==> config.mk <==
export PLATFORM = sky130hd
export DESIGN_NAME = pipe_ctrl_top
export DESIGN_NICKNAME = d
export VERILOG_FILES = /design/src/verilog/pipe_ctrl_pkg.sv /design/src/verilog/pipe_ctrl_top.sv /design/src/verilog/ctrl.sv /design/src/verilog/clint.sv /design/src/verilog/hdu.sv /design/src/verilog/pc_reg.sv
export SDC_FILE = /design/constraint.sdc
export NUM_CORES = 1
export LEC_CHECK = 0
export ABC_AREA = 1
export BUFFER_PORTS_ARGS = -buffer_cell sky130_fd_sc_hd__buf_2
export CAP_MARGIN = 10
export CORE_MARGIN = 2
export CORE_UTILIZATION = 57
export CTS_CLUSTER_SIZE = 20
export DETAILED_ROUTE_END_ITERATION = 7
export PLACE_DENSITY = 0.95
export SYNTH_ARGS = -nofsm -noshare
export SYNTH_HDL_FRONTEND = slang
export SYNTH_SLANG_ARGS = --single-unit
==> constraint.sdc <==
create_clock -name clk -period 6.9 [get_ports clk]
set_input_delay 1.035 -clock clk [delete_from_list [all_inputs] [get_ports clk]]
set_output_delay 1.035 -clock clk [all_outputs]
set_load 0.02 [all_outputs]
==> src/verilog/pipe_ctrl_pkg.sv <==
// pipeline control shared definitions
package pipe_ctrl_pkg;

    // basic widths
    localparam int INST_ADDR_WIDTH = 32;
    localparam int REG_IDX_WIDTH   = 5;
    localparam int CU_BUS_WIDTH    = 3;

    // instruction address, one word
    typedef logic [INST_ADDR_WIDTH-1:0] inst_addr_t;

    // architectural register index
    typedef logic [REG_IDX_WIDTH-1:0] reg_idx_t;

    // pipeline control bus
    typedef logic [CU_BUS_WIDTH-1:0] cu_bus_t;

    // control bus bit positions
    // hold fetch and decode
    localparam int CU_STALL          = 0;
    // kill younger stages
    localparam int CU_FLUSH          = 1;
    // hold dispatch
    localparam int CU_STALL_DISPATCH = 2;

    // fetch step in bytes
    localparam inst_addr_t INST_BYTES = 32'd4;

    // interrupt sequencer states
    typedef enum logic [1:0] {
        CLINT_IDLE  = 2'd0,
        CLINT_FLUSH = 2'd1,
        CLINT_JUMP  = 2'd2
    } clint_state_t;

endpackage
==> src/verilog/pipe_ctrl_top.sv <==
// pipeline control subsystem top
module pipe_ctrl_top
    import pipe_ctrl_pkg::*;
#(
    parameter inst_addr_t RESET_ADDR = 32'h0000_0000,
    parameter inst_addr_t TRAP_VEC   = 32'h0000_0100
) (
    input  logic       clk,
    input  logic       reset_i,

    // execute stage results
    input  logic       jump_flag_i,
    input  inst_addr_t jump_addr_i,
    input  logic       stall_flag_ex_i,
    input  logic       atom_opt_busy_i,

    // hazard inputs
    input  logic       ex_is_load_i,
    input  reg_idx_t   ex_rd_i,
    input  reg_idx_t   id_rs1_i,
    input  reg_idx_t   id_rs2_i,

    // interrupt and trap return
    input  logic       irq_i,
    input  logic       irq_en_i,
    input  logic       mret_i,

    output inst_addr_t pc_o,
    output cu_bus_t    stall_flag_o,
    output logic       jump_flag_o,
    output inst_addr_t jump_addr_o
);

    // internal nets
    inst_addr_t pc;
    inst_addr_t int_addr;
    inst_addr_t jump_addr;
    cu_bus_t    stall_bus;
    logic       jump_flag;
    logic       int_jump;
    logic       flush_flag_clint;
    logic       stall_flag_hdu;

    // fetch address
    pc_reg #(
        .RESET_ADDR(RESET_ADDR)
    ) i_pc_reg (
        .clk        (clk),
        .reset_i    (reset_i),
        .jump_flag_i(jump_flag),
        .jump_addr_i(jump_addr),
        .hold_i     (stall_bus[CU_STALL]),
        .pc_o       (pc)
    );

    // load-use check
    hdu i_hdu (
        .ex_is_load_i(ex_is_load_i),
        .ex_rd_i     (ex_rd_i),
        .id_rs1_i    (id_rs1_i),
        .id_rs2_i    (id_rs2_i),
        .stall_flag_o(stall_flag_hdu)
    );

    // trap entry and exit
    clint #(
        .TRAP_VEC(TRAP_VEC)
    ) i_clint (
        .clk            (clk),
        .reset_i        (reset_i),
        .irq_i          (irq_i),
        .irq_en_i       (irq_en_i),
        .mret_i         (mret_i),
        .atom_opt_busy_i(atom_opt_busy_i),
        .pc_i           (pc),
        .flush_o        (flush_flag_clint),
        .int_jump_o     (int_jump),
        .int_addr_o     (int_addr)
    );

    // merge into the control bus
    ctrl i_ctrl (
        .jump_flag_i       (jump_flag_i),
        .jump_addr_i       (jump_addr_i),
        .stall_flag_ex_i   (stall_flag_ex_i),
        .int_jump_i        (int_jump),
        .int_addr_i        (int_addr),
        .flush_flag_clint_i(flush_flag_clint),
        .stall_flag_hdu_i  (stall_flag_hdu),
        .stall_flag_o      (stall_bus),
        .jump_flag_o       (jump_flag),
        .jump_addr_o       (jump_addr)
    );

    assign pc_o         = pc;
    assign stall_flag_o = stall_bus;
    assign jump_flag_o  = jump_flag;
    assign jump_addr_o  = jump_addr;

endmodule

==> src/verilog/ctrl.sv <==
// pipeline control merge
module ctrl
    import pipe_ctrl_pkg::*;
(
    // from execute
    input  logic       jump_flag_i,
    input  inst_addr_t jump_addr_i,
    input  logic       stall_flag_ex_i,

    // from clint
    input  logic       int_jump_i,
    input  inst_addr_t int_addr_i,
    input  logic       flush_flag_clint_i,

    // from hdu
    input  logic       stall_flag_hdu_i,

    // to pipeline stages
    output cu_bus_t    stall_flag_o,

    // to pc_reg
    output logic       jump_flag_o,
    output inst_addr_t jump_addr_o
);

    logic hdu_stall;

    // either source redirects fetch
    assign jump_flag_o = jump_flag_i | int_jump_i;

    // interrupt target has priority
    assign jump_addr_o = int_jump_i ? int_addr_i : jump_addr_i;

    // hazard bubble is pointless when execute redirects anyway
    assign hdu_stall = stall_flag_hdu_i & ~jump_flag_i;

    // control bus bits
    assign stall_flag_o[CU_STALL]          = stall_flag_ex_i | hdu_stall;
    assign stall_flag_o[CU_FLUSH]          = jump_flag_o | flush_flag_clint_i;
    // dispatch only waits on multi-cycle execute
    assign stall_flag_o[CU_STALL_DISPATCH] = stall_flag_ex_i;

endmodule

==> src/verilog/clint.sv <==
// interrupt and trap return sequencer
module clint
    import pipe_ctrl_pkg::*;
#(
    parameter inst_addr_t TRAP_VEC = 32'h0000_0100
) (
    input  logic       clk,
    input  logic       reset_i,

    // request sources
    input  logic       irq_i,
    input  logic       irq_en_i,
    input  logic       mret_i,

    // atomic op in flight, requests wait
    input  logic       atom_opt_busy_i,

    // current fetch pc, saved as mepc
    input  inst_addr_t pc_i,

    // to ctrl
    output logic       flush_o,
    output logic       int_jump_o,
    output inst_addr_t int_addr_o
);

    clint_state_t state_q;
    clint_state_t state_d;

    logic       irq_q;
    logic       irq_rise;
    logic       seq_busy;
    logic       irq_req;
    logic       mret_req;
    logic       any_req;
    logic       start;
    logic       pending_q;
    logic       pend_mret_q;
    logic       is_mret_q;
    logic       in_trap_q;
    inst_addr_t mepc_q;

    // rising edge on the external line
    assign irq_rise = irq_i & ~irq_q;

    // sequence already running or queued
    assign seq_busy = (state_q != CLINT_IDLE) | pending_q;

    // irq masked inside a trap, mret only valid inside one
    assign irq_req  = irq_rise & irq_en_i & ~in_trap_q & ~seq_busy;
    assign mret_req = mret_i & in_trap_q & ~seq_busy;
    assign any_req  = irq_req | mret_req;

    // leave idle once the atomic unit is quiet
    assign start = (state_q == CLINT_IDLE) & (pending_q | any_req) & ~atom_opt_busy_i;

    // next state, strict idle-flush-jump order
    always_comb begin
        state_d = state_q;
        case (state_q)
            CLINT_IDLE: begin
                if (start) begin
                    state_d = CLINT_FLUSH;
                end
            end
            CLINT_FLUSH: state_d = CLINT_JUMP;
            CLINT_JUMP:  state_d = CLINT_IDLE;
            default:     state_d = CLINT_IDLE;
        endcase
    end

    // control registers
    always_ff @(posedge clk) begin
        if (reset_i) begin
            state_q     <= CLINT_IDLE;
            irq_q       <= 1'b0;
            pending_q   <= 1'b0;
            pend_mret_q <= 1'b0;
            is_mret_q   <= 1'b0;
            in_trap_q   <= 1'b0;
        end else begin
            state_q <= state_d;
            irq_q   <= irq_i;
            // park a request that has to wait on atomic busy
            if (start) begin
                pending_q <= 1'b0;
            end else if (any_req) begin
                pending_q   <= 1'b1;
                pend_mret_q <= mret_req;
            end
            // latch the return type as the sequence starts
            if (start) begin
                is_mret_q <= pending_q ? pend_mret_q : mret_req;
            end
            // trap window opens at the jump, closes at the mret jump
            if (state_q == CLINT_JUMP) begin
                in_trap_q <= ~is_mret_q;
            end
        end
    end

    // interrupt entry saves the pc seen in the flush cycle
    always_ff @(posedge clk) begin
        if ((state_q == CLINT_FLUSH) && !is_mret_q) begin
            mepc_q <= pc_i;
        end
    end

    // one-cycle pulses decoded from state
    assign flush_o    = (state_q == CLINT_FLUSH);
    assign int_jump_o = (state_q == CLINT_JUMP);

    // Target is the vector on entry and the saved pc on return.
    assign int_addr_o = is_mret_q ? mepc_q : TRAP_VEC;

endmodule

==> src/verilog/hdu.sv <==
// load-use hazard detection
module hdu
    import pipe_ctrl_pkg::*;
(
    // execute stage
    input  logic     ex_is_load_i,
    input  reg_idx_t ex_rd_i,

    // decode stage sources
    input  reg_idx_t id_rs1_i,
    input  reg_idx_t id_rs2_i,

    output logic     stall_flag_o
);

    logic rd_valid;
    logic rs1_hit;
    logic rs2_hit;

    // x0 never carries a dependency
    assign rd_valid = (ex_rd_i != '0);

    // compare destination with each source
    assign rs1_hit = (ex_rd_i == id_rs1_i);
    assign rs2_hit = (ex_rd_i == id_rs2_i);

    // only a load leaves its result late enough to need a bubble
    assign stall_flag_o = ex_is_load_i & rd_valid & (rs1_hit | rs2_hit);

endmodule

==> src/verilog/pc_reg.sv <==
// fetch program counter
module pc_reg
    import pipe_ctrl_pkg::*;
#(
    parameter inst_addr_t RESET_ADDR = 32'h0000_0000
) (
    input  logic       clk,
    input  logic       reset_i,

    // redirect from ctrl
    input  logic       jump_flag_i,
    input  inst_addr_t jump_addr_i,

    // CU_STALL bit of the control bus
    input  logic       hold_i,

    output inst_addr_t pc_o
);

    inst_addr_t pc_q;

    // priority: reset, jump, hold, step
    always_ff @(posedge clk) begin
        if (reset_i) begin
            pc_q <= RESET_ADDR;
        end else if (jump_flag_i) begin
            // a jump beats any stall
            pc_q <= jump_addr_i;
        end else if (hold_i) begin
            pc_q <= pc_q;
        end else begin
            pc_q <= pc_q + INST_BYTES;
        end
    end

    assign pc_o = pc_q;

endmodule

==> metrics.txt, run 1 <==
# TYPE chip_impl_metric gauge
chip_impl_info{name="run_status",value="complete, no violations"} 1
chip_impl_metric{name="synthesis.area_per_instance",unit="sq um"} 7.46
chip_impl_metric{name="clkSinkCount",unit=""} 71
chip_impl_metric{name="hpwlAfterDp",unit="mm"} 8.01
chip_impl_metric{name="layout.area.seq",unit="sq mm"} 0.00174
chip_impl_info{name="cp_cell_sequence",value="inv_2 -> nand2_4 -> nand2_2 -> inv_2 -> nand2_1 -> buf_2"} 1
chip_impl_info{name="hold_crit_endpoint",value="i_clint.mepc_q[1]"} 1
chip_impl_info{name="worst_setup_path_start_kind",value="register"} 1
chip_impl_metric{name="crit_path_max_incr_delay",unit="ns"} 0.79
chip_impl_metric{name="worst_clock_skew",unit="ns"} 0.00692
chip_impl_metric{name="grt_pass1_wl",unit="mm"} 18.7
chip_impl_metric{name="die_w",unit="microns"} 90.4
chip_impl_metric{name="cts_setup_buffers",unit=""} 0
chip_impl_metric{name="final_max_slew_viols",unit=""} 0
chip_impl_metric{name="cts-hold-fix-buffers",unit=""} 0
chip_impl_metric{name="yosys_warnings",unit=""} 0
chip_impl_metric{name="row_count",unit=""} 31
chip_impl_info{name="hp-start",value="i_pc_reg.pc_o[1]"} 1
chip_impl_metric{name="post_synth_instance_area",unit="sq mm"} 0.00425
chip_impl_metric{name="ys_seq_elements",unit=""} 71
chip_impl_metric{name="static-leakage-power",unit="nW"} 2.51
chip_impl_metric{name="non_filler_cells_final",unit=""} 785
chip_impl_metric{name="whs_path_depth",unit=""} 0
chip_impl_metric{name="synth_fp_nets",unit=""} 627
chip_impl_metric{name="cap_viol_max_count",unit=""} 0
chip_impl_info{name="post_synth_main_area_contributors",value="sky130_fd_sc_hd__edfxtp_1 (23%), sky130_fd_sc_hd__dfxtp_1 (18%), sky130_fd_sc_hd__nand2_1 (11%)"} 1
chip_impl_info{name="worstReg2RegStart",value="i_clint.state_q[0]"} 1
chip_impl_metric{name="die_y",unit="microns"} 90.4
chip_impl_metric{name="p_total",unit="W"} 0.00101
chip_impl_metric{name="die_area",unit="sq mm"} 0.00817
chip_impl_metric{name="achievable-frequency",unit="MHz"} 279
chip_impl_info{name="cp_top_delay_family",value="buffers and inverters"} 1
chip_impl_info{name="post-synth-top-area-cell",value="sky130_fd_sc_hd__edfxtp_1"} 1
chip_impl_metric{name="wl_per_cell",unit="microns"} 14.6
chip_impl_metric{name="cts_max_path_buffers",unit=""} 2
chip_impl_info{name="slowest_stage",value="sky130_fd_sc_hd__inv_2"} 1
chip_impl_metric{name="placed_cells",unit=""} 769
chip_impl_metric{name="antenna_left",unit=""} 0
chip_impl_metric{name="critical_path.n_buffers_inverters",unit=""} 3
chip_impl_metric{name="fill_cells",unit=""} 629
chip_impl_metric{name="timing.reg2reg.worst_path_depth",unit=""} 8
chip_impl_metric{name="grt_max_degree",unit=""} 57
chip_impl_metric{name="p_per_area",unit="mW/mm^2"} 201
chip_impl_info{name="ys.flop_type",value="sky130_fd_sc_hd__dfxtp_1"} 1
chip_impl_metric{name="first_iter_violations",unit=""} 244
chip_impl_metric{name="synth_enable_flop_cells",unit=""} 32
chip_impl_metric{name="area_delta_synth_final",unit="%"} 18.0
chip_impl_metric{name="synthCells",unit=""} 570
chip_impl_metric{name="grt_antenna_before_repair",unit=""} 0
chip_impl_metric{name="worst-slew-pin-transition",unit="ns"} 1.11
chip_impl_metric{name="multi_input_combinational_cell_area",unit="sq mm"} 0.00210
chip_impl_metric{name="ff2ff_setup_slack",unit="ns"} 4.26
chip_impl_info{name="timing.hold.worst.class",value="register to register"} 1
chip_impl_metric{name="grt_pass1_vias",unit=""} 4029
chip_impl_metric{name="drt-met1-wl",unit="mm"} 4.98
chip_impl_info{name="top_layer_used",value="met4"} 1
chip_impl_metric{name="top_level_ports",unit=""} 124
chip_impl_metric{name="insertedDiodeCount",unit=""} 0
chip_impl_metric{name="synth_seq_area_share",unit=""} 0.410
chip_impl_info{name="reg2reg_to",value="i_pc_reg.pc_o[25]"} 1
chip_impl_metric{name="initial_utilization",unit=""} 0.586
chip_impl_metric{name="period_needed",unit="ns"} 3.58
chip_impl_info{name="tritoncts",value="yes"} 1
chip_impl_info{name="worstSetupEndpointType",value="output port"} 1
chip_impl_metric{name="viasPerCell",unit=""} 5.42
chip_impl_info{name="worst-setup-path-type",value="register to output port"} 1
chip_impl_metric{name="synthDistinctLibCells",unit=""} 35
chip_impl_metric{name="drc",unit=""} 0
chip_impl_metric{name="wl_met2",unit="mm"} 5.57
chip_impl_metric{name="grtUsageTotal",unit=""} 0.280
chip_impl_metric{name="finalWeightedCongestion",unit=""} 0.925
chip_impl_metric{name="timing.slew.headroom",unit=""} 0.259
chip_impl_metric{name="setup_viol",unit=""} 0
chip_impl_metric{name="post-route-period-util",unit=""} 0.519
chip_impl_metric{name="insertion_delay",unit="ns"} 0.35
chip_impl_metric{name="critPathArrivalTime",unit="ns"} 2.54
chip_impl_info{name="ctsRootBufferMaster",value="sky130_fd_sc_hd__clkbuf_8"} 1
chip_impl_metric{name="buffer_ports.inserted",unit=""} 123
chip_impl_metric{name="final_nets",unit=""} 738
chip_impl_metric{name="grt-ovfl-total",unit=""} 0
chip_impl_metric{name="ctsResizeCount",unit=""} 0
chip_impl_metric{name="totalWireLength",unit="mm"} 11.4
chip_impl_info{name="rsz0062_at_grt",value="no"} 1
chip_impl_metric{name="total_core_area",unit="sq mm"} 0.00725
chip_impl_metric{name="first_pass_iteration_count_of_the_detailed_router",unit=""} 5
chip_impl_metric{name="async_flop_share",unit=""} 0
chip_impl_info{name="cp_dominant_cell_by_count",value="sky130_fd_sc_hd__inv_2"} 1
chip_impl_metric{name="final_hold_viol_count",unit=""} 0
chip_impl_metric{name="cts_inserted_buffers",unit=""} 9
chip_impl_metric{name="yosys.area.top_type_share",unit=""} 0.226
chip_impl_metric{name="highest_net_fanout_along_the_worst_path",unit=""} 56
chip_impl_metric{name="detailroute.via_count",unit=""} 4253
chip_impl_metric{name="met3WireLength",unit="microns"} 651
chip_impl_metric{name="number_of_h_tree_levels",unit=""} 3
chip_impl_metric{name="totalNegativeSetupSlack",unit="ns"} 0
chip_impl_metric{name="clkSlewWorstSetupHoldPaths",unit="ns"} 0.08
chip_impl_metric{name="vdd_drop_max",unit="mV"} 0.118
chip_impl_metric{name="cp.required",unit="ns"} 5.86
chip_impl_metric{name="share_of_layout_cells_above_drive_strength_1",unit=""} 0.254
==> worst max-delay path by stage <==
stage / start / end / slack [ns] / depth (start not counted)
2_1_floorplan: id_rs2_i[3] / stall_flag_o[0] / 4.02 / 10
3_3_place_gp: jump_flag_i / stall_flag_o[1] / 3.40 / 6
3_5_place_dp: jump_flag_i / stall_flag_o[1] / 3.38 / 6
4_1_cts: i_clint.state_q[0] / stall_flag_o[1] / 3.34 / 6
5_1_grt: i_clint.state_q[0] / stall_flag_o[1] / 3.09 / 6
6_report: i_clint.state_q[0] / stall_flag_o[1] / 3.32 / 6
==> cell usage in the layout (no fill, tap or decap), drive strengths merged <==
cell,Yosys,layout
a21oi,2,2
a22o,26,26
a22oi,5,5
buf,19,123
clkbuf,4,11
clkinv,0,4
clkinvlp,0,1
dfxtp,39,39
edfxtp,32,32
ha,1,1
inv,72,72
nand2,139,139
nand3,34,34
nand3b,7,7
nand4,16,16
nor2,109,109
nor3,7,7
nor3b,1,1
nor4,3,3
o21ai,31,31
o21bai,1,1
or2,2,2
xnor2,9,9
xor2,11,11
==> area by class of cell <==
cell class / count / area share
multi-input cells: 404 / 0.419
flip-flops and latches: 71 / 0.347
clock buffers: 11 / 0.0262
clock inverters: 5 / 0.00698
well taps: 99 / 0.0247
inverters: 72 / 0.0538
repair buffers: 123 / 0.123
==> where the power goes <==
part / internal, W / switching (W)
Combinational: 0.0000774 / 0.000136
Clock: 0.000131 / 0.000161
Sequential: 0.000468 / 0.0000335
Total: 0.000676 / 0.000330
==> Yosys cell counts, types with 9 or more instances <==
| library cell | count |
|---|---|
| sky130_fd_sc_hd__xnor2_1 | 9 |
| sky130_fd_sc_hd__dfxtp_1 | 39 |
| sky130_fd_sc_hd__nor2_1 | 98 |
| sky130_fd_sc_hd__nand3_1 | 30 |
| sky130_fd_sc_hd__o21ai_1 | 20 |
| sky130_fd_sc_hd__buf_4 | 9 |
| sky130_fd_sc_hd__o21ai_0 | 11 |
| sky130_fd_sc_hd__inv_1 | 64 |
| sky130_fd_sc_hd__a22o_1 | 26 |
| sky130_fd_sc_hd__xor2_1 | 11 |
| sky130_fd_sc_hd__edfxtp_1 | 32 |
| sky130_fd_sc_hd__nand4_1 | 16 |
| sky130_fd_sc_hd__nand2_1 | 130 |
==> per-stage QoR <==
stage               instance area (sq um)  worst slack, ns   util  hold slack (ns)
detailed placement                   4850             3.38  0.669            0.444
global route                         5020             3.09  0.692            0.476
global placement                     4850             3.40  0.669            0.440
finish                               5020             3.32  0.692            0.466
floorplan                            4250             4.02      -            0.462
CTS                                  5020             3.34  0.692            0.463
==> cells by family (layout without fill, tap and decap cells) <==
group                    Yosys count  in the layout  synth area share
flip-flops                        71             71             0.410
adder cells (fa/ha/maj)            1              1           0.00294
buffers and inverters             95            211            0.0980
AND/OR/NAND/NOR                  318            318             0.345
AO/OA/AOI/OAI                     65             65             0.103
XOR/XNOR                          20             20            0.0412
==> registers in the layout (all words and copies together) (netlist names) <==
name and count:
i_clint.in_trap_q 1, i_clint.irq_q 1, i_clint.is_mret_q 1, i_clint.mepc_q 32
i_clint.pend_mret_q 1, i_clint.pending_q 1, i_clint.state_q 2, i_pc_reg.pc_o 32
==> metal layers <==
metal  vias up  track usage
met2       170        0.470
met4         0        0.108
met3        24       0.0484
met1      1978        0.362
li1       2081            -
met5         -            0
Power figures use the tool's default switching activity.
==> run 2, diff against run 1 <==
Settings changed: CORE_UTILIZATION 57 to 52, PLACE_DENSITY 0.95 to 0.88.
Clock period 6.9 ns to 3.7 ns, I/O delays scaled along.
==> metrics.txt, run 2 (same netlist as run 1, synthesis figures left out) <==
# TYPE chip_impl_metric gauge
chip_impl_metric{name="first_iter_violations",unit=""} 275
chip_impl_info{name="ctsRootBufferMaster",value="sky130_fd_sc_hd__clkbuf_8"} 1
chip_impl_info{name="run_status",value="complete, no violations"} 1
chip_impl_metric{name="insertedDiodeCount",unit=""} 0
chip_impl_metric{name="grt-ovfl-total",unit=""} 0
chip_impl_metric{name="clkSinkCount",unit=""} 71
chip_impl_info{name="mostFrequentLayoutCells",value="sky130_fd_sc_hd__nand2_1 (130), sky130_fd_sc_hd__buf_2 (123), sky130_fd_sc_hd__nor2_1 (97)"} 1
chip_impl_metric{name="die_y",unit="microns"} 94.4
chip_impl_metric{name="cts-hold-fix-buffers",unit=""} 0
chip_impl_metric{name="cts_inserted_buffers",unit=""} 9
chip_impl_metric{name="wl_per_cell",unit="microns"} 14.6
chip_impl_metric{name="worst_clock_skew",unit="ns"} 0.0108
chip_impl_metric{name="grt_antenna_before_repair",unit=""} 0
chip_impl_metric{name="drc",unit=""} 0
chip_impl_metric{name="timing.slew.headroom",unit=""} 0.288
chip_impl_metric{name="total_core_area",unit="sq mm"} 0.00781
chip_impl_metric{name="final_nets",unit=""} 740
chip_impl_metric{name="whs_path_depth",unit=""} 3
chip_impl_metric{name="achievable-frequency",unit="MHz"} 357
chip_impl_metric{name="top_level_ports",unit=""} 124
chip_impl_metric{name="p_total",unit="W"} 0.00198
chip_impl_metric{name="layout.area.seq",unit="sq mm"} 0.00174
chip_impl_info{name="worst_setup_path_start_kind",value="register"} 1
chip_impl_metric{name="final_hold_viol_count",unit=""} 0
chip_impl_metric{name="p_per_area",unit="mW/mm^2"} 390
chip_impl_info{name="worstSetupEndpointType",value="output port"} 1
chip_impl_metric{name="hpwlAfterDp",unit="mm"} 8.14
chip_impl_metric{name="vdd_drop_max",unit="mV"} 0.289
chip_impl_metric{name="cap_viol_max_count",unit=""} 0
chip_impl_metric{name="initial_utilization",unit=""} 0.545
chip_impl_info{name="rsz0062_at_grt",value="no"} 1
chip_impl_metric{name="grtUsageTotal",unit=""} 0.268
chip_impl_metric{name="totalWireLength",unit="mm"} 11.5
chip_impl_metric{name="grt_max_degree",unit=""} 36
chip_impl_metric{name="post-route-worst-setup-slack",unit="ns"} 0.898
chip_impl_metric{name="critPathArrivalTime",unit="ns"} 2.25
chip_impl_metric{name="final_max_slew_viols",unit=""} 0
chip_impl_metric{name="insertion_delay",unit="ns"} 0.35
chip_impl_metric{name="antenna_left",unit=""} 0
chip_impl_metric{name="post-route-period-util",unit=""} 0.757
chip_impl_metric{name="setup_viol",unit=""} 0
chip_impl_metric{name="detailroute.via_count",unit=""} 4272
chip_impl_metric{name="die_w",unit="microns"} 94.4
chip_impl_metric{name="row_count",unit=""} 32
chip_impl_metric{name="fill_cells",unit=""} 686
chip_impl_metric{name="worst-slew-pin-transition",unit="ns"} 1.07
chip_impl_metric{name="timing.reg2reg.worst_path_depth",unit=""} 9
chip_impl_metric{name="viasPerCell",unit=""} 5.41
chip_impl_metric{name="multi_input_combinational_cell_area",unit="sq mm"} 0.00210
chip_impl_info{name="tritoncts",value="yes"} 1
chip_impl_metric{name="finalWeightedCongestion",unit=""} 0.939
chip_impl_metric{name="clkSlewWorstSetupHoldPaths",unit="ns"} 0.08
chip_impl_metric{name="grt_pass1_vias",unit=""} 3988
chip_impl_metric{name="cts_max_path_buffers",unit=""} 2
chip_impl_metric{name="final_worst_hold_slack",unit="ns"} 0.420
chip_impl_metric{name="number_of_h_tree_levels",unit=""} 3
chip_impl_metric{name="highest_net_fanout_along_the_worst_path",unit=""} 35
chip_impl_info{name="worstReg2RegStart",value="i_clint.state_q[0]"} 1
chip_impl_metric{name="ctsResizeCount",unit=""} 0
chip_impl_metric{name="totalNegativeSetupSlack",unit="ns"} 0
chip_impl_metric{name="period_needed",unit="ns"} 2.80
chip_impl_metric{name="grt_pass1_wl",unit="mm"} 18.8
chip_impl_info{name="hp-start",value="irq_i"} 1
chip_impl_metric{name="static-leakage-power",unit="nW"} 2.54
chip_impl_info{name="layout_commonest_cell",value="sky130_fd_sc_hd__nand2_1"} 1
chip_impl_metric{name="cp.required",unit="ns"} 3.14
chip_impl_info{name="crit_start",value="i_clint.state_q[1]"} 1
chip_impl_metric{name="buffer_ports.inserted",unit=""} 123
chip_impl_info{name="timing.hold.worst.class",value="primary input to register"} 1
chip_impl_metric{name="area_delta_synth_final",unit="%"} 19.4
chip_impl_metric{name="share_of_layout_cells_above_drive_strength_1",unit=""} 0.257
chip_impl_metric{name="first_pass_iteration_count_of_the_detailed_router",unit=""} 5
chip_impl_metric{name="die_area",unit="sq mm"} 0.00892
chip_impl_metric{name="setup_slack_at_placement",unit="ns"} 1.17
chip_impl_info{name="worst-setup-path-type",value="register to output port"} 1
chip_impl_metric{name="cts_setup_buffers",unit=""} 0
-- run 2: cell types whose count changed in the layout (fill, tap and decap cells not counted), sizes merged --
| cell | previous run | this run |
|---|---|---|
| buf | 123 | 125 |
| clkbuf | 11 | 12 |
| bufinv | 0 | 1 |
| inv | 72 | 73 |
| clkinv | 4 | 2 |
| clkinvlp | 1 | 0 |
-- run 2: stage by stage --
step | area [sq um] | utilization | cells
floorplan | 4250 | - | 570
global placement | 4870 | 0.624 | 774
detailed placement | 4870 | 0.624 | 774
CTS | 5080 | 0.651 | 790
global route | 5080 | 0.651 | 790
finish | 5080 | 0.651 | 790
-- run 2: routing by layer --
layer,global-route usage,up-vias,part of all wire
li1,-,2082,-
met1,0.354,1961,0.44
met2,0.449,209,0.47
met3,0.0487,20,0.077
met4,0.0833,0,0.015
met5,0,-,0
-- run 2: path summary, 6_finish.rpt --
| check | endpoint | slack, ns |
|---|---|---|
| max | jump_addr_o[10] | 0.90 |
| min | i_clint.irq_q | 0.42 |
| max reg2reg | i_pc_reg.pc_o[3] | 1.14 |
| min reg2reg | i_clint.mepc_q[0] | 0.46 |
-- run 2: cell type report --
class                      instances  share of cell area
multi-input combinational        404               0.414
sequential                        71               0.343
timing repair buffer             125               0.124
inverter                          72              0.0532
clock buffer                      12              0.0305
tap                              102              0.0251
clock inverter                     4              0.0103
-- run 2: critical path, cell delays in order, from the launching register on --
cell	delay, ns
sky130_fd_sc_hd__dfxtp_1	0.43
sky130_fd_sc_hd__nand2_4	0.28
sky130_fd_sc_hd__nor2_4	0.72
sky130_fd_sc_hd__a22o_1	0.27
sky130_fd_sc_hd__buf_2	0.17
-- run 2: report_power, final --
part	internal, W	total (W)	switching, W
clock network	0.000351	0.000645	0.000294
registers	0.000873	0.000937	0.0000644
logic	0.000146	0.000398	0.000252
